File: config.mk
export PLATFORM = sky130hd
export DESIGN_NAME = pixel2byte_top
export DESIGN_NICKNAME = d
export VERILOG_FILES = /design/src/hdl/p2b_csr_pkg.sv /design/src/hdl/pixel_fmt_pkg.sv /design/src/hdl/pixel2byte_top.sv /design/src/hdl/word_aligner.sv /design/src/hdl/byte_word_packer.sv /design/src/hdl/pixel_format_router.sv /design/src/hdl/raw_group_formatter.sv /design/src/hdl/p2b_csr.sv
export VERILOG_INCLUDE_DIRS = /design/src /design/src/include
export SDC_FILE = /design/constraint.sdc
export NUM_CORES = 1
export LEC_CHECK = 0
export BUFFER_PORTS_ARGS = -buffer_cell sky130_fd_sc_hd__buf_2
export CAP_MARGIN = 20
export CORE_MARGIN = 2
export CORE_UTILIZATION = 60
export DETAILED_ROUTE_END_ITERATION = 6
export PLACE_DENSITY = 0.84
export SYNTH_ARGS = -nofsm -noshare
export SYNTH_HDL_FRONTEND = slang
export SYNTH_SLANG_ARGS = --single-unit
File: constraint.sdc
create_clock -name clk_csi -period 5.6 [get_ports clk_csi]
set_clock_uncertainty 0.2 [all_clocks]
set_input_delay 0.56 -clock clk_csi [delete_from_list [all_inputs] [get_ports clk_csi]]
set_output_delay 0.56 -clock clk_csi [all_outputs]
set_load 0.005 [all_outputs]
File: src/include/p2b_params.svh
//------------------------------
// Pixel-to-byte packer constants
// Datapath widths, register map
// and pixel format codes
//------------------------------
`ifndef P2B_PARAMS_SVH
`define P2B_PARAMS_SVH

// Datapath widths
`define P2B_WORD_W    32
`define P2B_BEAT_W    64
`define P2B_PIX_W     16
`define P2B_GRP_MAX   5

// Register map
`define P2B_AXI_AW    4
`define P2B_CTRL_ADDR 4'h0
`define P2B_STAT_ADDR 4'h4

// Format codes held in CTRL[1:0]
`define P2B_FMT_RAW8  2'd0
`define P2B_FMT_RAW10 2'd1
`define P2B_FMT_RAW12 2'd2

`endif
File: src/hdl/p2b_csr_pkg.sv
//------------------------------
// Register field types for the
// pixel-to-byte control block
//------------------------------
package p2b_csr_pkg;

  // CTRL layout, format in 1:0 and enable in 8
  typedef struct packed {
    logic [22:0] rsvd_hi;
    logic        enable;
    logic [5:0]  rsvd_lo;
    logic [1:0]  fmt;
  } ctrl_reg_t;

  typedef logic [31:0] beat_cnt_t;

endpackage

File: src/hdl/pixel_fmt_pkg.sv
//------------------------------
// Pixel format types
// Format select, RAW pixel types
// and the byte group carried
// from router to packer
//------------------------------
`include "p2b_params.svh"

package pixel_fmt_pkg;

  typedef enum logic [1:0] {
    RAW8  = `P2B_FMT_RAW8,
    RAW10 = `P2B_FMT_RAW10,
    RAW12 = `P2B_FMT_RAW12
  } pix_fmt_e;

  typedef logic [9:0]  raw10_pix_t;
  typedef logic [11:0] raw12_pix_t;

  // Byte 0 sits in bits 7:0
  typedef logic [8*`P2B_GRP_MAX-1:0] byte_grp_t;
  typedef logic [2:0]                grp_len_t;

endpackage

File: src/hdl/pixel2byte_top.sv
//------------------------------
// CSI-2 pixel-to-byte top level
// Register block beside the
// RAW packing datapath
//------------------------------
`timescale 1ns/10ps
`include "p2b_params.svh"

module pixel2byte_top (
  input  logic                   clk_csi,
  input  logic                   clk_csi_rst_n,
  input  logic                   forcetxstopmode,
  input  logic [`P2B_AXI_AW-1:0] awaddr,
  input  logic                   awvalid,
  output logic                   awready,
  input  logic [31:0]            wdata,
  input  logic                   wvalid,
  output logic                   wready,
  output logic                   bvalid,
  input  logic                   bready,
  output logic [1:0]             bresp,
  input  logic [`P2B_AXI_AW-1:0] araddr,
  input  logic                   arvalid,
  output logic                   arready,
  output logic                   rvalid,
  input  logic                   rready,
  output logic [31:0]            rdata,
  output logic [1:0]             rresp,
  input  logic [`P2B_PIX_W-1:0]  pixel,
  input  logic                   pixel_valid,
  output logic [`P2B_BEAT_W-1:0] pixel_data64,
  output logic                   pixel_data64_valid
);
  import pixel_fmt_pkg::*;

  pix_fmt_e               fmt;
  logic                   enable;
  logic                   beat_pulse;
  byte_grp_t              grp_bytes;
  grp_len_t               grp_len;
  logic                   grp_valid;
  logic [`P2B_WORD_W-1:0] word;
  logic                   word_valid;

  p2b_csr u_csr (
    .clk_csi(clk_csi), .clk_csi_rst_n(clk_csi_rst_n),
    .awaddr(awaddr), .awvalid(awvalid), .awready(awready),
    .wdata(wdata), .wvalid(wvalid), .wready(wready),
    .bvalid(bvalid), .bready(bready), .bresp(bresp),
    .araddr(araddr), .arvalid(arvalid), .arready(arready),
    .rvalid(rvalid), .rready(rready), .rdata(rdata), .rresp(rresp),
    .beat_pulse(beat_pulse), .fmt(fmt), .enable(enable)
  );

  //------------------------------
  // Datapath
  //------------------------------
  pixel_format_router u_router (
    .clk_csi(clk_csi), .clk_csi_rst_n(clk_csi_rst_n),
    .fmt(fmt), .enable(enable),
    .pixel(pixel), .pixel_valid(pixel_valid),
    .grp_bytes(grp_bytes), .grp_len(grp_len), .grp_valid(grp_valid)
  );

  byte_word_packer u_packer (
    .clk_csi(clk_csi), .clk_csi_rst_n(clk_csi_rst_n), .enable(enable),
    .grp_bytes(grp_bytes), .grp_len(grp_len), .grp_valid(grp_valid),
    .word(word), .word_valid(word_valid)
  );

  word_aligner u_aligner (
    .clk_csi(clk_csi), .clk_csi_rst_n(clk_csi_rst_n),
    .enable(enable), .forcetxstopmode(forcetxstopmode),
    .word(word), .word_valid(word_valid),
    .pixel_data64(pixel_data64), .pixel_data64_valid(pixel_data64_valid),
    .beat_pulse(beat_pulse)
  );

endmodule

File: src/hdl/word_aligner.sv
//------------------------------
// 32-to-64 word aligner
// Pairs words into beats and
// pulses once per beat
//------------------------------
`timescale 1ns/10ps
`include "p2b_params.svh"

module word_aligner (
  input  logic                   clk_csi,
  input  logic                   clk_csi_rst_n,
  input  logic                   enable,
  input  logic                   forcetxstopmode,
  input  logic [`P2B_WORD_W-1:0] word,
  input  logic                   word_valid,
  output logic [`P2B_BEAT_W-1:0] pixel_data64,
  output logic                   pixel_data64_valid,
  output logic                   beat_pulse
);

  logic [`P2B_WORD_W-1:0] low_word;
  logic                   half_pend;
  logic                   run;
  logic                   pair_done;

  assign run       = enable & ~forcetxstopmode;
  assign pair_done = run & word_valid & half_pend;

  // Stop mode or disable drops the pending half
  always_ff @(posedge clk_csi or negedge clk_csi_rst_n) begin
    if (!clk_csi_rst_n) begin
      half_pend          <= 1'b0;
      pixel_data64_valid <= 1'b0;
    end else if (!run) begin
      half_pend          <= 1'b0;
      pixel_data64_valid <= 1'b0;
    end else begin
      pixel_data64_valid <= pair_done;
      if (word_valid) begin
        half_pend <= ~half_pend;
      end
    end
  end

  // First word of the pair goes in the low half
  always_ff @(posedge clk_csi) begin
    if (run && word_valid && !half_pend) begin
      low_word <= word;
    end
    if (pair_done) begin
      pixel_data64 <= {word, low_word};
    end
  end

  assign beat_pulse = pixel_data64_valid;

endmodule

File: src/hdl/byte_word_packer.sv
//------------------------------
// Byte to word packer
// Appends byte groups and emits
// the oldest four bytes per word
//------------------------------
`timescale 1ns/10ps
`include "p2b_params.svh"

module byte_word_packer (
  input  logic                     clk_csi,
  input  logic                     clk_csi_rst_n,
  input  logic                     enable,
  input  pixel_fmt_pkg::byte_grp_t grp_bytes,
  input  pixel_fmt_pkg::grp_len_t  grp_len,
  input  logic                     grp_valid,
  output logic [`P2B_WORD_W-1:0]   word,
  output logic                     word_valid
);
  import pixel_fmt_pkg::*;

  localparam int WORD_BYTES = `P2B_WORD_W / 8;
  localparam int ACC_BYTES  = 2 * WORD_BYTES;

  logic [ACC_BYTES*8-1:0] acc;
  logic [ACC_BYTES*8-1:0] merged;
  logic [3:0]             acc_cnt;
  logic [3:0]             tot;
  logic                   emit;

  // New bytes land right after the pending ones
  always_comb begin
    merged = acc;
    tot    = acc_cnt;
    if (grp_valid) begin
      for (int i = 0; i < `P2B_GRP_MAX; i++) begin
        if ((i < grp_len) && (acc_cnt + i < ACC_BYTES)) begin
          merged[(acc_cnt + i)*8 +: 8] = grp_bytes[i*8 +: 8];
        end
      end
      tot = acc_cnt + 4'(grp_len);
    end
  end

  assign emit = (tot >= 4'(WORD_BYTES));

  always_ff @(posedge clk_csi or negedge clk_csi_rst_n) begin
    if (!clk_csi_rst_n) begin
      acc_cnt    <= '0;
      word_valid <= 1'b0;
    end else if (!enable) begin
      acc_cnt    <= '0;
      word_valid <= 1'b0;
    end else begin
      acc_cnt    <= emit ? tot - 4'(WORD_BYTES) : tot;
      word_valid <= emit;
    end
  end

  // Earliest byte leaves in word bits 7:0
  always_ff @(posedge clk_csi) begin
    acc <= emit ? merged >> `P2B_WORD_W : merged;
    if (emit) begin
      word <= merged[`P2B_WORD_W-1:0];
    end
  end

  a_acc_no_overflow: assert property (@(posedge clk_csi) disable iff (!clk_csi_rst_n)
    grp_valid |-> (tot <= 4'(ACC_BYTES)));

endmodule

File: src/hdl/pixel_format_router.sv
//------------------------------
// Pixel format router
// RAW8 byte path plus the RAW10
// and RAW12 group formatters
//------------------------------
`timescale 1ns/10ps
`include "p2b_params.svh"

module pixel_format_router (
  input  logic                     clk_csi,
  input  logic                     clk_csi_rst_n,
  input  pixel_fmt_pkg::pix_fmt_e  fmt,
  input  logic                     enable,
  input  logic [`P2B_PIX_W-1:0]    pixel,
  input  logic                     pixel_valid,
  output pixel_fmt_pkg::byte_grp_t grp_bytes,
  output pixel_fmt_pkg::grp_len_t  grp_len,
  output logic                     grp_valid
);
  import pixel_fmt_pkg::*;

  byte_grp_t r10_bytes;
  byte_grp_t r12_bytes;
  grp_len_t  r10_len;
  grp_len_t  r12_len;
  logic      r10_valid;
  logic      r12_valid;
  byte_grp_t sel_bytes;
  grp_len_t  sel_len;
  logic      sel_valid;

  raw_group_formatter #(.pix_t(raw10_pix_t)) u_raw10 (
    .clk_csi       (clk_csi),
    .clk_csi_rst_n (clk_csi_rst_n),
    .enable        (enable),
    .active        (fmt == RAW10),
    .pixel         (pixel[$bits(raw10_pix_t)-1:0]),
    .pixel_valid   (pixel_valid),
    .grp_bytes     (r10_bytes),
    .grp_len       (r10_len),
    .grp_valid     (r10_valid)
  );

  raw_group_formatter #(.pix_t(raw12_pix_t)) u_raw12 (
    .clk_csi       (clk_csi),
    .clk_csi_rst_n (clk_csi_rst_n),
    .enable        (enable),
    .active        (fmt == RAW12),
    .pixel         (pixel[$bits(raw12_pix_t)-1:0]),
    .pixel_valid   (pixel_valid),
    .grp_bytes     (r12_bytes),
    .grp_len       (r12_len),
    .grp_valid     (r12_valid)
  );

  // Active path select, RAW8 is one byte per pixel
  always_comb begin
    case (fmt)
      RAW8: begin
        sel_bytes = byte_grp_t'(pixel[7:0]);
        sel_len   = grp_len_t'(1);
        sel_valid = enable & pixel_valid;
      end
      RAW10: begin
        sel_bytes = r10_bytes;
        sel_len   = r10_len;
        sel_valid = r10_valid;
      end
      RAW12: begin
        sel_bytes = r12_bytes;
        sel_len   = r12_len;
        sel_valid = r12_valid;
      end
      default: begin
        sel_bytes = '0;
        sel_len   = '0;
        sel_valid = 1'b0;
      end
    endcase
  end

  always_ff @(posedge clk_csi or negedge clk_csi_rst_n) begin
    if (!clk_csi_rst_n) begin
      grp_valid <= 1'b0;
    end else begin
      grp_valid <= sel_valid;
    end
  end

  always_ff @(posedge clk_csi) begin
    if (sel_valid) begin
      grp_bytes <= sel_bytes;
      grp_len   <= sel_len;
    end
  end

  // An empty group would stall the packer silently
  a_grp_len_nonzero: assert property (@(posedge clk_csi) disable iff (!clk_csi_rst_n)
    grp_valid |-> (grp_len != '0));

endmodule

File: src/hdl/raw_group_formatter.sv
//------------------------------
// Wide RAW group formatter
// Collects a pixel group, emits
// MSB bytes then one LSB byte
//------------------------------
`timescale 1ns/10ps

module raw_group_formatter #(
  parameter type pix_t = pixel_fmt_pkg::raw10_pix_t
) (
  input  logic                     clk_csi,
  input  logic                     clk_csi_rst_n,
  input  logic                     enable,
  input  logic                     active,
  input  pix_t                     pixel,
  input  logic                     pixel_valid,
  output pixel_fmt_pkg::byte_grp_t grp_bytes,
  output pixel_fmt_pkg::grp_len_t  grp_len,
  output logic                     grp_valid
);
  import pixel_fmt_pkg::*;

  localparam int PIX_W   = $bits(pix_t);
  localparam int LSB_W   = PIX_W - 8;
  localparam int GRP_PIX = 8 / LSB_W;
  localparam int GRP_LEN = GRP_PIX + 1;
  localparam int CNT_W   = $clog2(GRP_PIX);
  localparam byte_grp_t GRP_MASK = byte_grp_t'((64'd1 << (GRP_LEN * 8)) - 64'd1);

  logic [CNT_W-1:0] pix_cnt;
  byte_grp_t        grp_stage;
  byte_grp_t        grp_next;
  logic             take;
  logic             last;

  assign take = enable & active & pixel_valid;
  assign last = (pix_cnt == CNT_W'(GRP_PIX - 1));

  // Pixel i gives MSB byte i and LSB field i of the last byte
  always_comb begin
    grp_next = grp_stage;
    grp_next[pix_cnt*8 +: 8] = pixel[PIX_W-1 -: 8];
    grp_next[GRP_PIX*8 + pix_cnt*LSB_W +: LSB_W] = pixel[LSB_W-1:0];
  end

  assign grp_bytes = grp_next & GRP_MASK;
  assign grp_len   = grp_len_t'(GRP_LEN);
  assign grp_valid = take & last;

  always_ff @(posedge clk_csi or negedge clk_csi_rst_n) begin
    if (!clk_csi_rst_n) begin
      pix_cnt <= '0;
    end else if (!enable || !active) begin
      pix_cnt <= '0;
    end else if (pixel_valid) begin
      pix_cnt <= last ? '0 : pix_cnt + 1'b1;
    end
  end

  always_ff @(posedge clk_csi) begin
    if (take) begin
      grp_stage <= grp_next;
    end
  end

  // LSB fields of a whole group fill the trailing byte exactly
  a_lsb_fit: assert property (@(posedge clk_csi) disable iff (!clk_csi_rst_n)
    grp_valid |-> (LSB_W * GRP_PIX == 8));

endmodule

File: src/hdl/p2b_csr.sv
//------------------------------
// AXI4-Lite register block
// CTRL holds format and enable,
// STATUS counts beats sent
//------------------------------
`timescale 1ns/10ps
`include "p2b_params.svh"

module p2b_csr (
  input  logic                     clk_csi,
  input  logic                     clk_csi_rst_n,
  input  logic [`P2B_AXI_AW-1:0]   awaddr,
  input  logic                     awvalid,
  output logic                     awready,
  input  logic [31:0]              wdata,
  input  logic                     wvalid,
  output logic                     wready,
  output logic                     bvalid,
  input  logic                     bready,
  output logic [1:0]               bresp,
  input  logic [`P2B_AXI_AW-1:0]   araddr,
  input  logic                     arvalid,
  output logic                     arready,
  output logic                     rvalid,
  input  logic                     rready,
  output logic [31:0]              rdata,
  output logic [1:0]               rresp,
  input  logic                     beat_pulse,
  output pixel_fmt_pkg::pix_fmt_e  fmt,
  output logic                     enable
);
  import pixel_fmt_pkg::*;
  import p2b_csr_pkg::*;

  localparam logic [1:0] RESP_OKAY   = 2'b00;
  localparam logic [1:0] RESP_SLVERR = 2'b10;

  ctrl_reg_t ctrl_q;
  beat_cnt_t beat_cnt;
  logic      wr_acc;
  logic      rd_acc;
  logic      wr_ok;
  logic      rd_ok;

  // One transaction per channel at a time
  assign wr_acc  = awvalid & wvalid & ~bvalid;
  assign rd_acc  = arvalid & ~rvalid;
  assign awready = wr_acc;
  assign wready  = wr_acc;
  assign arready = rd_acc;

  assign wr_ok = (awaddr == `P2B_CTRL_ADDR) | (awaddr == `P2B_STAT_ADDR);
  assign rd_ok = (araddr == `P2B_CTRL_ADDR) | (araddr == `P2B_STAT_ADDR);

  assign fmt    = pix_fmt_e'(ctrl_q.fmt);
  assign enable = ctrl_q.enable;

  //------------------------------
  // Write channel and CTRL
  //------------------------------
  always_ff @(posedge clk_csi or negedge clk_csi_rst_n) begin
    if (!clk_csi_rst_n) begin
      bvalid <= 1'b0;
      bresp  <= RESP_OKAY;
      ctrl_q <= '0;
    end else if (wr_acc) begin
      bvalid <= 1'b1;
      bresp  <= wr_ok ? RESP_OKAY : RESP_SLVERR;
      if (awaddr == `P2B_CTRL_ADDR) begin
        ctrl_q <= ctrl_reg_t'(wdata);
      end
    end else if (bready) begin
      bvalid <= 1'b0;
    end
  end

  //------------------------------
  // Read channel
  //------------------------------
  always_ff @(posedge clk_csi or negedge clk_csi_rst_n) begin
    if (!clk_csi_rst_n) begin
      rvalid <= 1'b0;
      rresp  <= RESP_OKAY;
    end else if (rd_acc) begin
      rvalid <= 1'b1;
      rresp  <= rd_ok ? RESP_OKAY : RESP_SLVERR;
    end else if (rready) begin
      rvalid <= 1'b0;
    end
  end

  always_ff @(posedge clk_csi) begin
    if (rd_acc) begin
      case (araddr)
        `P2B_CTRL_ADDR: rdata <= ctrl_q;
        `P2B_STAT_ADDR: rdata <= beat_cnt;
        default:        rdata <= '0;
      endcase
    end
  end

  // Beats sent since reset
  always_ff @(posedge clk_csi or negedge clk_csi_rst_n) begin
    if (!clk_csi_rst_n) begin
      beat_cnt <= '0;
    end else if (beat_pulse) begin
      beat_cnt <= beat_cnt + 1'b1;
    end
  end

  // A write response only follows an accepted write
  a_bvalid_after_write: assert property (@(posedge clk_csi) disable iff (!clk_csi_rst_n)
    $rose(bvalid) |-> $past(wr_acc));

endmodule

==> out/metrics.cfg, run 1 <==
[global_route]
grt_pass1_vias=17300
first_pass_grt_wire_length_um=108000
initial_antenna_violation_count=1
grt.overflow.total=0
grt_usage_pct=39.7
pin_count_of_the_biggest_net_entering_global_routing=81

[die]
dieWidth_um=192
die_y_um=192
die_area_um2=36800
top_level_ports=171
core_region_area_um2=34600
start_util_pct=61.1
floorplan.rows=68

[synth]
ys_dominant_reg_cell=sky130_fd_sc_hd__edfxtp_1
yosysWarningCount=0
synth_cell_types=96
post-synth-top-count-cell=sky130_fd_sc_hd__edfxtp_1
synth_edf_count=267
synthesis.instances=1936
yosys-top-cells-area=sky130_fd_sc_hd__edfxtp_1 38%, sky130_fd_sc_hd__dfrtp_1 9.4%, sky130_fd_sc_hd__dfxtp_1 6.1%
yosys_register_bits=410
synth.avg_cell_area_um2=10.9
synth_area_um2=21100
ys_async_sr_fraction_pct=19.3
yosys-top-cells-count=267 x sky130_fd_sc_hd__edfxtp_1, 149 x sky130_fd_sc_hd__nor2_1, 130 x sky130_fd_sc_hd__nand2_1, 113 x sky130_fd_sc_hd__a21oi_1, 92 x sky130_fd_sc_hd__clkbuf_1
synth.largest_area_cell=sky130_fd_sc_hd__edfxtp_1
synth_seq_area_share_pct=53.3
synth_top_area_share_pct=37.9

[clock_tree]
clock_tree.buffer_depth=3
tritoncts.num_buffers=42
post-cts-setup-buffers=0
cts.root.buffer_cell=sky130_fd_sc_hd__clkbuf_16
cts-htree-levels=2
cts_repair_resize_count=0
worst_setup_hold_path_clk_slew_ns=0.08
clkSinkCount=410
clk-insertion-delay-late_ns=0.59
tritoncts_clock_tree=built

[worst_hold_path]
hp-class=input port to flop

[drt]
detail-route-antenna-nets=0
avgRoutedWirePerCell_um=28.3
remaining_drc_errors=1
wl_um=73100
initial_drt_markers=2313
routed_via_density=6.93
drtPass1Iterations=7
num_vias=17900

[setup_path]
critPathLaunchType=flop
timing.reg2reg.setup_slack_ns=1.04
critPathMaxFanout=14
type_of_element_capturing_the_critical_path=flop
cp.arrival_ns=4.69
crit_required_ns=5.73
worst-setup-path-type=flop to flop

[place]
place.gp.congestion=1.05
preCtsSetupSlack_ns=1.22
hpwlAfterDp_um=48900
number_of_i_o_port_buffers=164
dp_cells=2493

[timing]
final.hold.worst_slack_ns=0.00403
rsz0062_at_grt=false
layout_worst_path_cycle_share_pct=81.5
fin_tns_setup_ns=0
slew_headroom_pct=25.7
clock.fmax_ghz=0.219
final.setup.worst_slack_ns=1.04
hold_viol_final=0
timing_worst_slew_pin_value_ns=1.11
layout_min_cycle_time_ns=4.56
final-setup-viol-count=0
slew_violations=0

[pwr]
fin_total_pwr_uw=8210
power.density_nw_per_um2=341
total_leakage_power_uw=0.00937
irDropWorstVdd_mv=0.312

[layout]
stdcell_count=2579
share_of_post_route_cells_with_drive_strength_above_1_pct=20.1
area_delta_synth_final_pct=13.8
finish.net_count=2187

[flow_run]
maxCapViolations=0

[status]
result_of_the_run=finished with violations
failed_checks=design-rule violations

## logic make-up after synthesis
family / count (synthesis) / synth area share (%)
multiplexers: 156 / 7.91
flip-flops: 410 / 53.3
adder cells (fa/ha/maj): 33 / 1.99
other: 1 / 0.0177
buffers and inverters: 186 / 3.63
XOR/XNOR: 43 / 1.85
AND/OR/NAND/NOR: 619 / 15.2
AO/OA/AOI/OAI: 488 / 16.1
## flip-flops by register name, summed over array words and instances, names as in the netlist, 2 cells and up
register,cells
u_router.grp_bytes,40
u_packer.word,32
u_packer.acc_cnt,4
u_packer.acc,64
u_csr.fmt,2
u_csr.ctrl_q,29
u_router.u_raw12.grp_stage,24
u_router.grp_len,3
u_aligner.pixel_data64,64
u_csr.rdata,32
u_csr.beat_cnt,32
u_aligner.low_word,32
u_router.u_raw10.pix_cnt,2
u_router.u_raw10.grp_stage,40
## critical path: stages, from the launching register on
cell                       delay (ns)
sky130_fd_sc_hd__dfrtp_1         0.71
sky130_fd_sc_hd__ha_1            0.56
sky130_fd_sc_hd__a21boi_1        0.29
sky130_fd_sc_hd__nor2_1          0.32
sky130_fd_sc_hd__nand3_1         0.12
sky130_fd_sc_hd__ha_1            0.22
sky130_fd_sc_hd__nor4bb_1        0.49
sky130_fd_sc_hd__and3b_1         0.59
sky130_fd_sc_hd__mux2_2          0.40
sky130_fd_sc_hd__mux2i_1         0.15
sky130_fd_sc_hd__a21o_1          0.19
sky130_fd_sc_hd__inv_1           0.06
## metal layers
metal  wire length [um]  vias up  track usage (%)
met5                 56        -             1.10
met4               4530        2             23.1
met1              27400     8609             51.7
met3               7760      277             8.40
li1                   -     7632                -
met2              33400     1343             61.4
## path summary, 6_finish.rpt
check | endpoint | from | cells after the start
min in group asynchronous | u_csr.rvalid | clk_csi_rst_n | 2
max in group asynchronous | u_router.grp_valid | clk_csi_rst_n | 3
worst min-delay path | u_csr.ctrl_q[3] | wdata[3] | 2
worst max-delay path | u_packer.word[2] | u_packer.acc_cnt[2] | 11
worst min register to register | u_aligner.pixel_data64[7] | u_aligner.low_word[7] | 0
worst max register to register | u_packer.word[2] | u_packer.acc_cnt[2] | 11
## report_power, final
group,switching (uW),internal [uW],total (uW)
registers,228,3600,3830
clock network,1220,1610,2830
logic,875,680,1550
## layout by cell type (no fill, tap or decap), drive strengths merged, types with 52 or more instances in the layout
master / count
dfrtp: 79
nand3: 52
buf: 239
nand2: 131
clkbuf: 52
mux2i: 71
dfxtp: 64
inv: 53
edfxtp: 267
nor2: 151
o21ai: 81
nor3: 54
mux2: 85
a21oi: 113
## per-stage QoR
step                utilization (%)  instance area, um^2
floorplan                         -                21100
global placement               65.1                22500
detailed placement             65.2                22600
CTS                            69.3                24000
global route                   69.5                24100
finish                         69.5                24100
## cell type report
cell class	count	area (um^2)
Antenna cell	1	2.50
Clock buffer	52	1150
Clock inverter	26	235
Fill cell	2444	10600
Inverter	52	195
Multi-Input combinational cell	1341	9150
Sequential cell	410	11300
Tap cell	455	569
Timing Repair Buffer	242	1490
## timing repair
item,4_1_cts,5_1_grt
hold buffers,3,0
hold endpoints to repair,81,0
endpoints found under the setup margin,0,0
Note: power is estimated with default switching activity, not from simulation.
==> run 2: changes to the inputs <==
- ABC_AREA: unset -> 1
- CORE_UTILIZATION: 60 -> 55
- PLACE_DENSITY: 0.84 -> 0.81
- clock period: 5.6 -> 3.7 ns (I/O delays scaled with it)
==> out/metrics.cfg, run 2 <==
[timing]
timing_worst_slew_pin_value_ns=0.968  ; was 1.11 ns
fin_tns_setup_ns=0  ; unchanged
clock.fmax_ghz=0.287  ; was 0.219 GHz
hold_viol_final=0  ; unchanged
final.hold.worst_slack_ns=0.0243  ; was 0.00403 ns
slew_headroom_pct=35.4  ; was 25.7%
layout_min_cycle_time_ns=3.48  ; was 4.56 ns
slew_violations=0  ; unchanged
rsz0062_at_grt=false  ; unchanged
layout_worst_path_cycle_share_pct=94.0  ; was 81.5%
final-setup-viol-count=0  ; unchanged

[layout]
antennaDiodeCount=0  ; was 1
final_area_um2=26400  ; was 24100 um^2
area_delta_synth_final_pct=18.9  ; was 13.8%
final_cell_mix=797 x sky130_fd_sc_hd__nand2_1, 292 x sky130_fd_sc_hd__inv_1, 267 x sky130_fd_sc_hd__edfxtp_1  ; was 267 x sky130_fd_sc_hd__edfxtp_1, 163 x sky130_fd_sc_hd__buf_2, 147 x sky130_fd_sc_hd__nor2_1
finish.net_count=3096  ; was 2187
finalCoreUtilization_pct=66.3  ; was 69.5%
share_of_post_route_cells_with_drive_strength_above_1_pct=16.0  ; was 20.1%
largestRegisters=u_aligner.pixel_data64: 64 flops, u_packer.acc: 64 flops  ; unchanged
mostFrequentLayoutCell=sky130_fd_sc_hd__nand2_1  ; was sky130_fd_sc_hd__edfxtp_1

[setup_path]
worst-setup-path-type=flop to flop  ; unchanged
cp.arrival_ns=3.60  ; was 4.69 ns
critical_path.startpoint=u_packer.acc_cnt[1]  ; was u_packer.acc_cnt[2]
type_of_element_capturing_the_critical_path=flop  ; unchanged
timing.reg2reg.setup_slack_ns=0.22  ; was 1.04 ns
crit_buf_inv=1  ; unchanged
critical_path.reg2reg.endpoint=u_packer.word[0]  ; was u_packer.word[2]
crit_required_ns=3.82  ; was 5.73 ns
worst_r2r_startpoint=u_packer.acc_cnt[1]  ; was u_packer.acc_cnt[2]
register_to_register_path_depth=14  ; was 11
crit_path_cell_trace=ha_1 -> buf_4 -> xnor2_2 -> nand2_1 -> ha_1 -> o21ai_0 -> a21oi_1 -> nor2_1 -> nand2_1 -> or2_0 -> nand3_1 -> nand2_1 -> nand2_1 -> nand2_1  ; was ha_1 -> a21boi_1 -> nor2_1 -> nand3_1 -> ha_1 -> nor4bb_1 -> and3b_1 -> mux2_2 -> mux2i_1 -> a21o_1 -> inv_1
critPathMaxFanout=6  ; was 14
slowest_stage_delay_on_critical_path_ns=0.47  ; was 0.71 ns
critical_path.most_common_cell=sky130_fd_sc_hd__nand2_1  ; was sky130_fd_sc_hd__ha_1
critPathLaunchType=flop  ; unchanged
slowest_stage=sky130_fd_sc_hd__dfrtp_1  ; unchanged
cell_class_contributing_the_biggest_share_of_worst_path_delay=simple AND/OR/NAND/NOR gates  ; unchanged

[clock_tree]
clkSinkCount=410  ; unchanged
worst_setup_hold_path_clk_slew_ns=0.06  ; was 0.08 ns
post-cts-setup-buffers=0  ; unchanged
cts.root.buffer_cell=sky130_fd_sc_hd__clkbuf_16  ; unchanged
cts-htree-levels=2  ; unchanged
clock_tree.buffer_depth=3  ; unchanged
tritoncts.num_buffers=43  ; was 42
clk-insertion-delay-late_ns=0.60  ; was 0.59 ns
tritoncts_clock_tree=built  ; unchanged

[die]
top_level_ports=171  ; unchanged
floorplan.rows=73  ; was 68
die_y_um=205  ; was 192 um
die_area_um2=42000  ; was 36800 um^2
core_region_area_um2=39800  ; was 34600 um^2
dieWidth_um=205  ; was 192 um
start_util_pct=55.8  ; was 61.1%

[synth]
ys_async_sr_fraction_pct=19.3  ; unchanged
synth.largest_area_cell=sky130_fd_sc_hd__edfxtp_1  ; unchanged
post-synth-top-count-cell=sky130_fd_sc_hd__nand2_1  ; was sky130_fd_sc_hd__edfxtp_1
yosys_register_bits=410  ; unchanged
synth.avg_cell_area_um2=8.20  ; was 10.9 um^2
synth_edf_count=267  ; unchanged
yosys-top-cells-area=sky130_fd_sc_hd__edfxtp_1 36%, sky130_fd_sc_hd__nand2_1 13%, sky130_fd_sc_hd__dfrtp_1 8.9%  ; was sky130_fd_sc_hd__edfxtp_1 38%, sky130_fd_sc_hd__dfrtp_1 9.4%, sky130_fd_sc_hd__dfxtp_1 6.1%
synth_area_um2=22200  ; was 21100 um^2
ys_dominant_reg_cell=sky130_fd_sc_hd__edfxtp_1  ; unchanged
synth_top_area_share_pct=36.1  ; was 37.9%
synth_cell_types=58  ; was 96
synthesis.instances=2712  ; was 1936
yosys-top-cells-count=797 x sky130_fd_sc_hd__nand2_1, 293 x sky130_fd_sc_hd__inv_1, 267 x sky130_fd_sc_hd__edfxtp_1, 249 x sky130_fd_sc_hd__nand3_1, 213 x sky130_fd_sc_hd__nor2_1  ; was 267 x sky130_fd_sc_hd__edfxtp_1, 149 x sky130_fd_sc_hd__nor2_1, 130 x sky130_fd_sc_hd__nand2_1, 113 x sky130_fd_sc_hd__a21oi_1, 92 x sky130_fd_sc_hd__clkbuf_1
synth_seq_area_share_pct=50.7  ; was 53.3%
yosysWarningCount=0  ; unchanged

[pwr]
power.density_nw_per_um2=601  ; was 341 nW/um^2
total_leakage_power_uw=0.0120  ; was 0.00937 uW
fin_total_pwr_uw=15900  ; was 8210 uW
irDropWorstVdd_mv=0.464  ; was 0.312 mV

[status]
result_of_the_run=complete, no violations  ; was finished with violations

[flow_run]
maxCapViolations=0  ; unchanged

[global_route]
grt.overflow.total=0  ; unchanged
pin_count_of_the_biggest_net_entering_global_routing=104  ; was 81
grt_usage_pct=35.9  ; was 39.7%
first_pass_grt_wire_length_um=114000  ; was 108000 um
grt_pass1_vias=20300  ; was 17300
initial_antenna_violation_count=1  ; unchanged

[place]
placed_area_um2=24300  ; was 22600 um^2
place.gp.congestion=1.05  ; about the same
number_of_i_o_port_buffers=164  ; unchanged
hpwlAfterDp_um=51800  ; was 48900 um

[drt]
initial_drt_markers=2112  ; was 2313
drtPass1Iterations=7  ; unchanged
routed_via_density=5.81  ; was 6.93
avgRoutedWirePerCell_um=21.1  ; was 28.3 um
num_vias=20700  ; was 17900
remaining_drc_errors=0  ; was 1
detail-route-antenna-nets=0  ; unchanged
wl_um=74900  ; was 73100 um

[worst_hold_path]
hold_start=wvalid  ; was wdata[3]
hp-class=input port to flop  ; unchanged
min_path_cells=3  ; was 2
min_delay_worst_endpoint=u_csr.bvalid  ; was u_csr.ctrl_q[3]

-- run 2: cell count changes after synthesis, moves of 38 or more --
cell | previous run | this run
sky130_fd_sc_hd__and2_1 | 47 | 3
sky130_fd_sc_hd__inv_1 | 50 | 293
sky130_fd_sc_hd__mux2_2 | 81 | 0
sky130_fd_sc_hd__mux2i_1 | 71 | 0
sky130_fd_sc_hd__nand2_1 | 130 | 797
sky130_fd_sc_hd__nand3_1 | 52 | 249
sky130_fd_sc_hd__nor2_1 | 149 | 213
sky130_fd_sc_hd__o21ai_0 | 79 | 182
sky130_fd_sc_hd__or2_2 | 2 | 40
-- run 2: worst reg2reg max path: stages (launching register included) --
cell and delay [ns]:
sky130_fd_sc_hd__dfrtp_1 0.47, sky130_fd_sc_hd__ha_1 0.35, sky130_fd_sc_hd__buf_4 0.19, sky130_fd_sc_hd__xnor2_2 0.18, sky130_fd_sc_hd__nand2_1 0.11, sky130_fd_sc_hd__ha_1 0.39
sky130_fd_sc_hd__o21ai_0 0.20, sky130_fd_sc_hd__a21oi_1 0.06, sky130_fd_sc_hd__nor2_1 0.29, sky130_fd_sc_hd__nand2_1 0.21, sky130_fd_sc_hd__or2_0 0.25, sky130_fd_sc_hd__nand3_1 0.08
sky130_fd_sc_hd__nand2_1 0.05, sky130_fd_sc_hd__nand2_1 0.10, sky130_fd_sc_hd__nand2_1 0.08
-- run 2: kinds of logic after synthesis --
group,after synthesis,synth area share [%]
compound gates,403,10.4
xor+xnor,40,1.71
fa+ha+maj,33,1.89
buf+inv,409,7.35
flops,410,50.7
other cells,1,0.0169
simple gates,1416,27.9
-- run 2: where the power goes --
part	internal (uW)	total [uW]	leakage, uW	switching, uW
Sequential	5630	5940	0.00398	311
Combinational	1860	5230	0.00733	3370
Clock	2820	4720	0.000740	1900
-- run 2: cell type report --
| class | count | area, um^2 |
|---|---|---|
| tap | 525 | 657 |
| sequential | 410 | 11300 |
| clock buffer | 59 | 1180 |
| timing repair buffer | 334 | 2370 |
| clock inverter | 21 | 349 |
| inverter | 315 | 1190 |
| multi-input combinational | 1894 | 9400 |
| fill | 3231 | 13400 |
-- run 2: worst max path at each step --
| stage | depth (start not counted) | slack, ns | end |
|---|---|---|---|
| final | 14 | 0.22 | u_packer.word[0] |
| after global routing | 16 | 0.01 | u_packer.acc[1] |
| after CTS | 18 | 0.08 | u_packer.word[6] |
| after detailed placement | 18 | 0.13 | u_packer.word[6] |
| after global placement | 18 | 0.23 | u_packer.word[6] |
| after floorplan | 21 | 0.06 | u_packer.word[4] |
-- run 2: routing by layer --
metal | up-vias | GRT usage (%) | routed length (um)
met1 | 9658 | 44.3 | 28100
li1 | 9531 | - | -
met3 | 282 | 5.58 | 6480
met5 | - | 0 | 17
met2 | 1200 | 58.6 | 34900
met4 | 4 | 23.4 | 5410
-- run 2: timing repair --
| action | 4_1_cts | 5_1_grt |
|---|---|---|
| resized for setup | 0 | 8 |
| hold endpoints to repair | 127 | 3 |
| hold buffers | 50 | 1 |
| endpoints found under the setup margin | 0 | 79 |
-- run 2: through the flow --
| step | cells | setup WS (ns) |
|---|---|---|
| finish | 3558 | 0.221 |
| global route | 3558 | 0.0148 |
| CTS | 3556 | 0.0798 |
| detailed placement | 3426 | 0.135 |
| global placement | 3425 | 0.229 |
| floorplan | 2713 | 0.0568 |
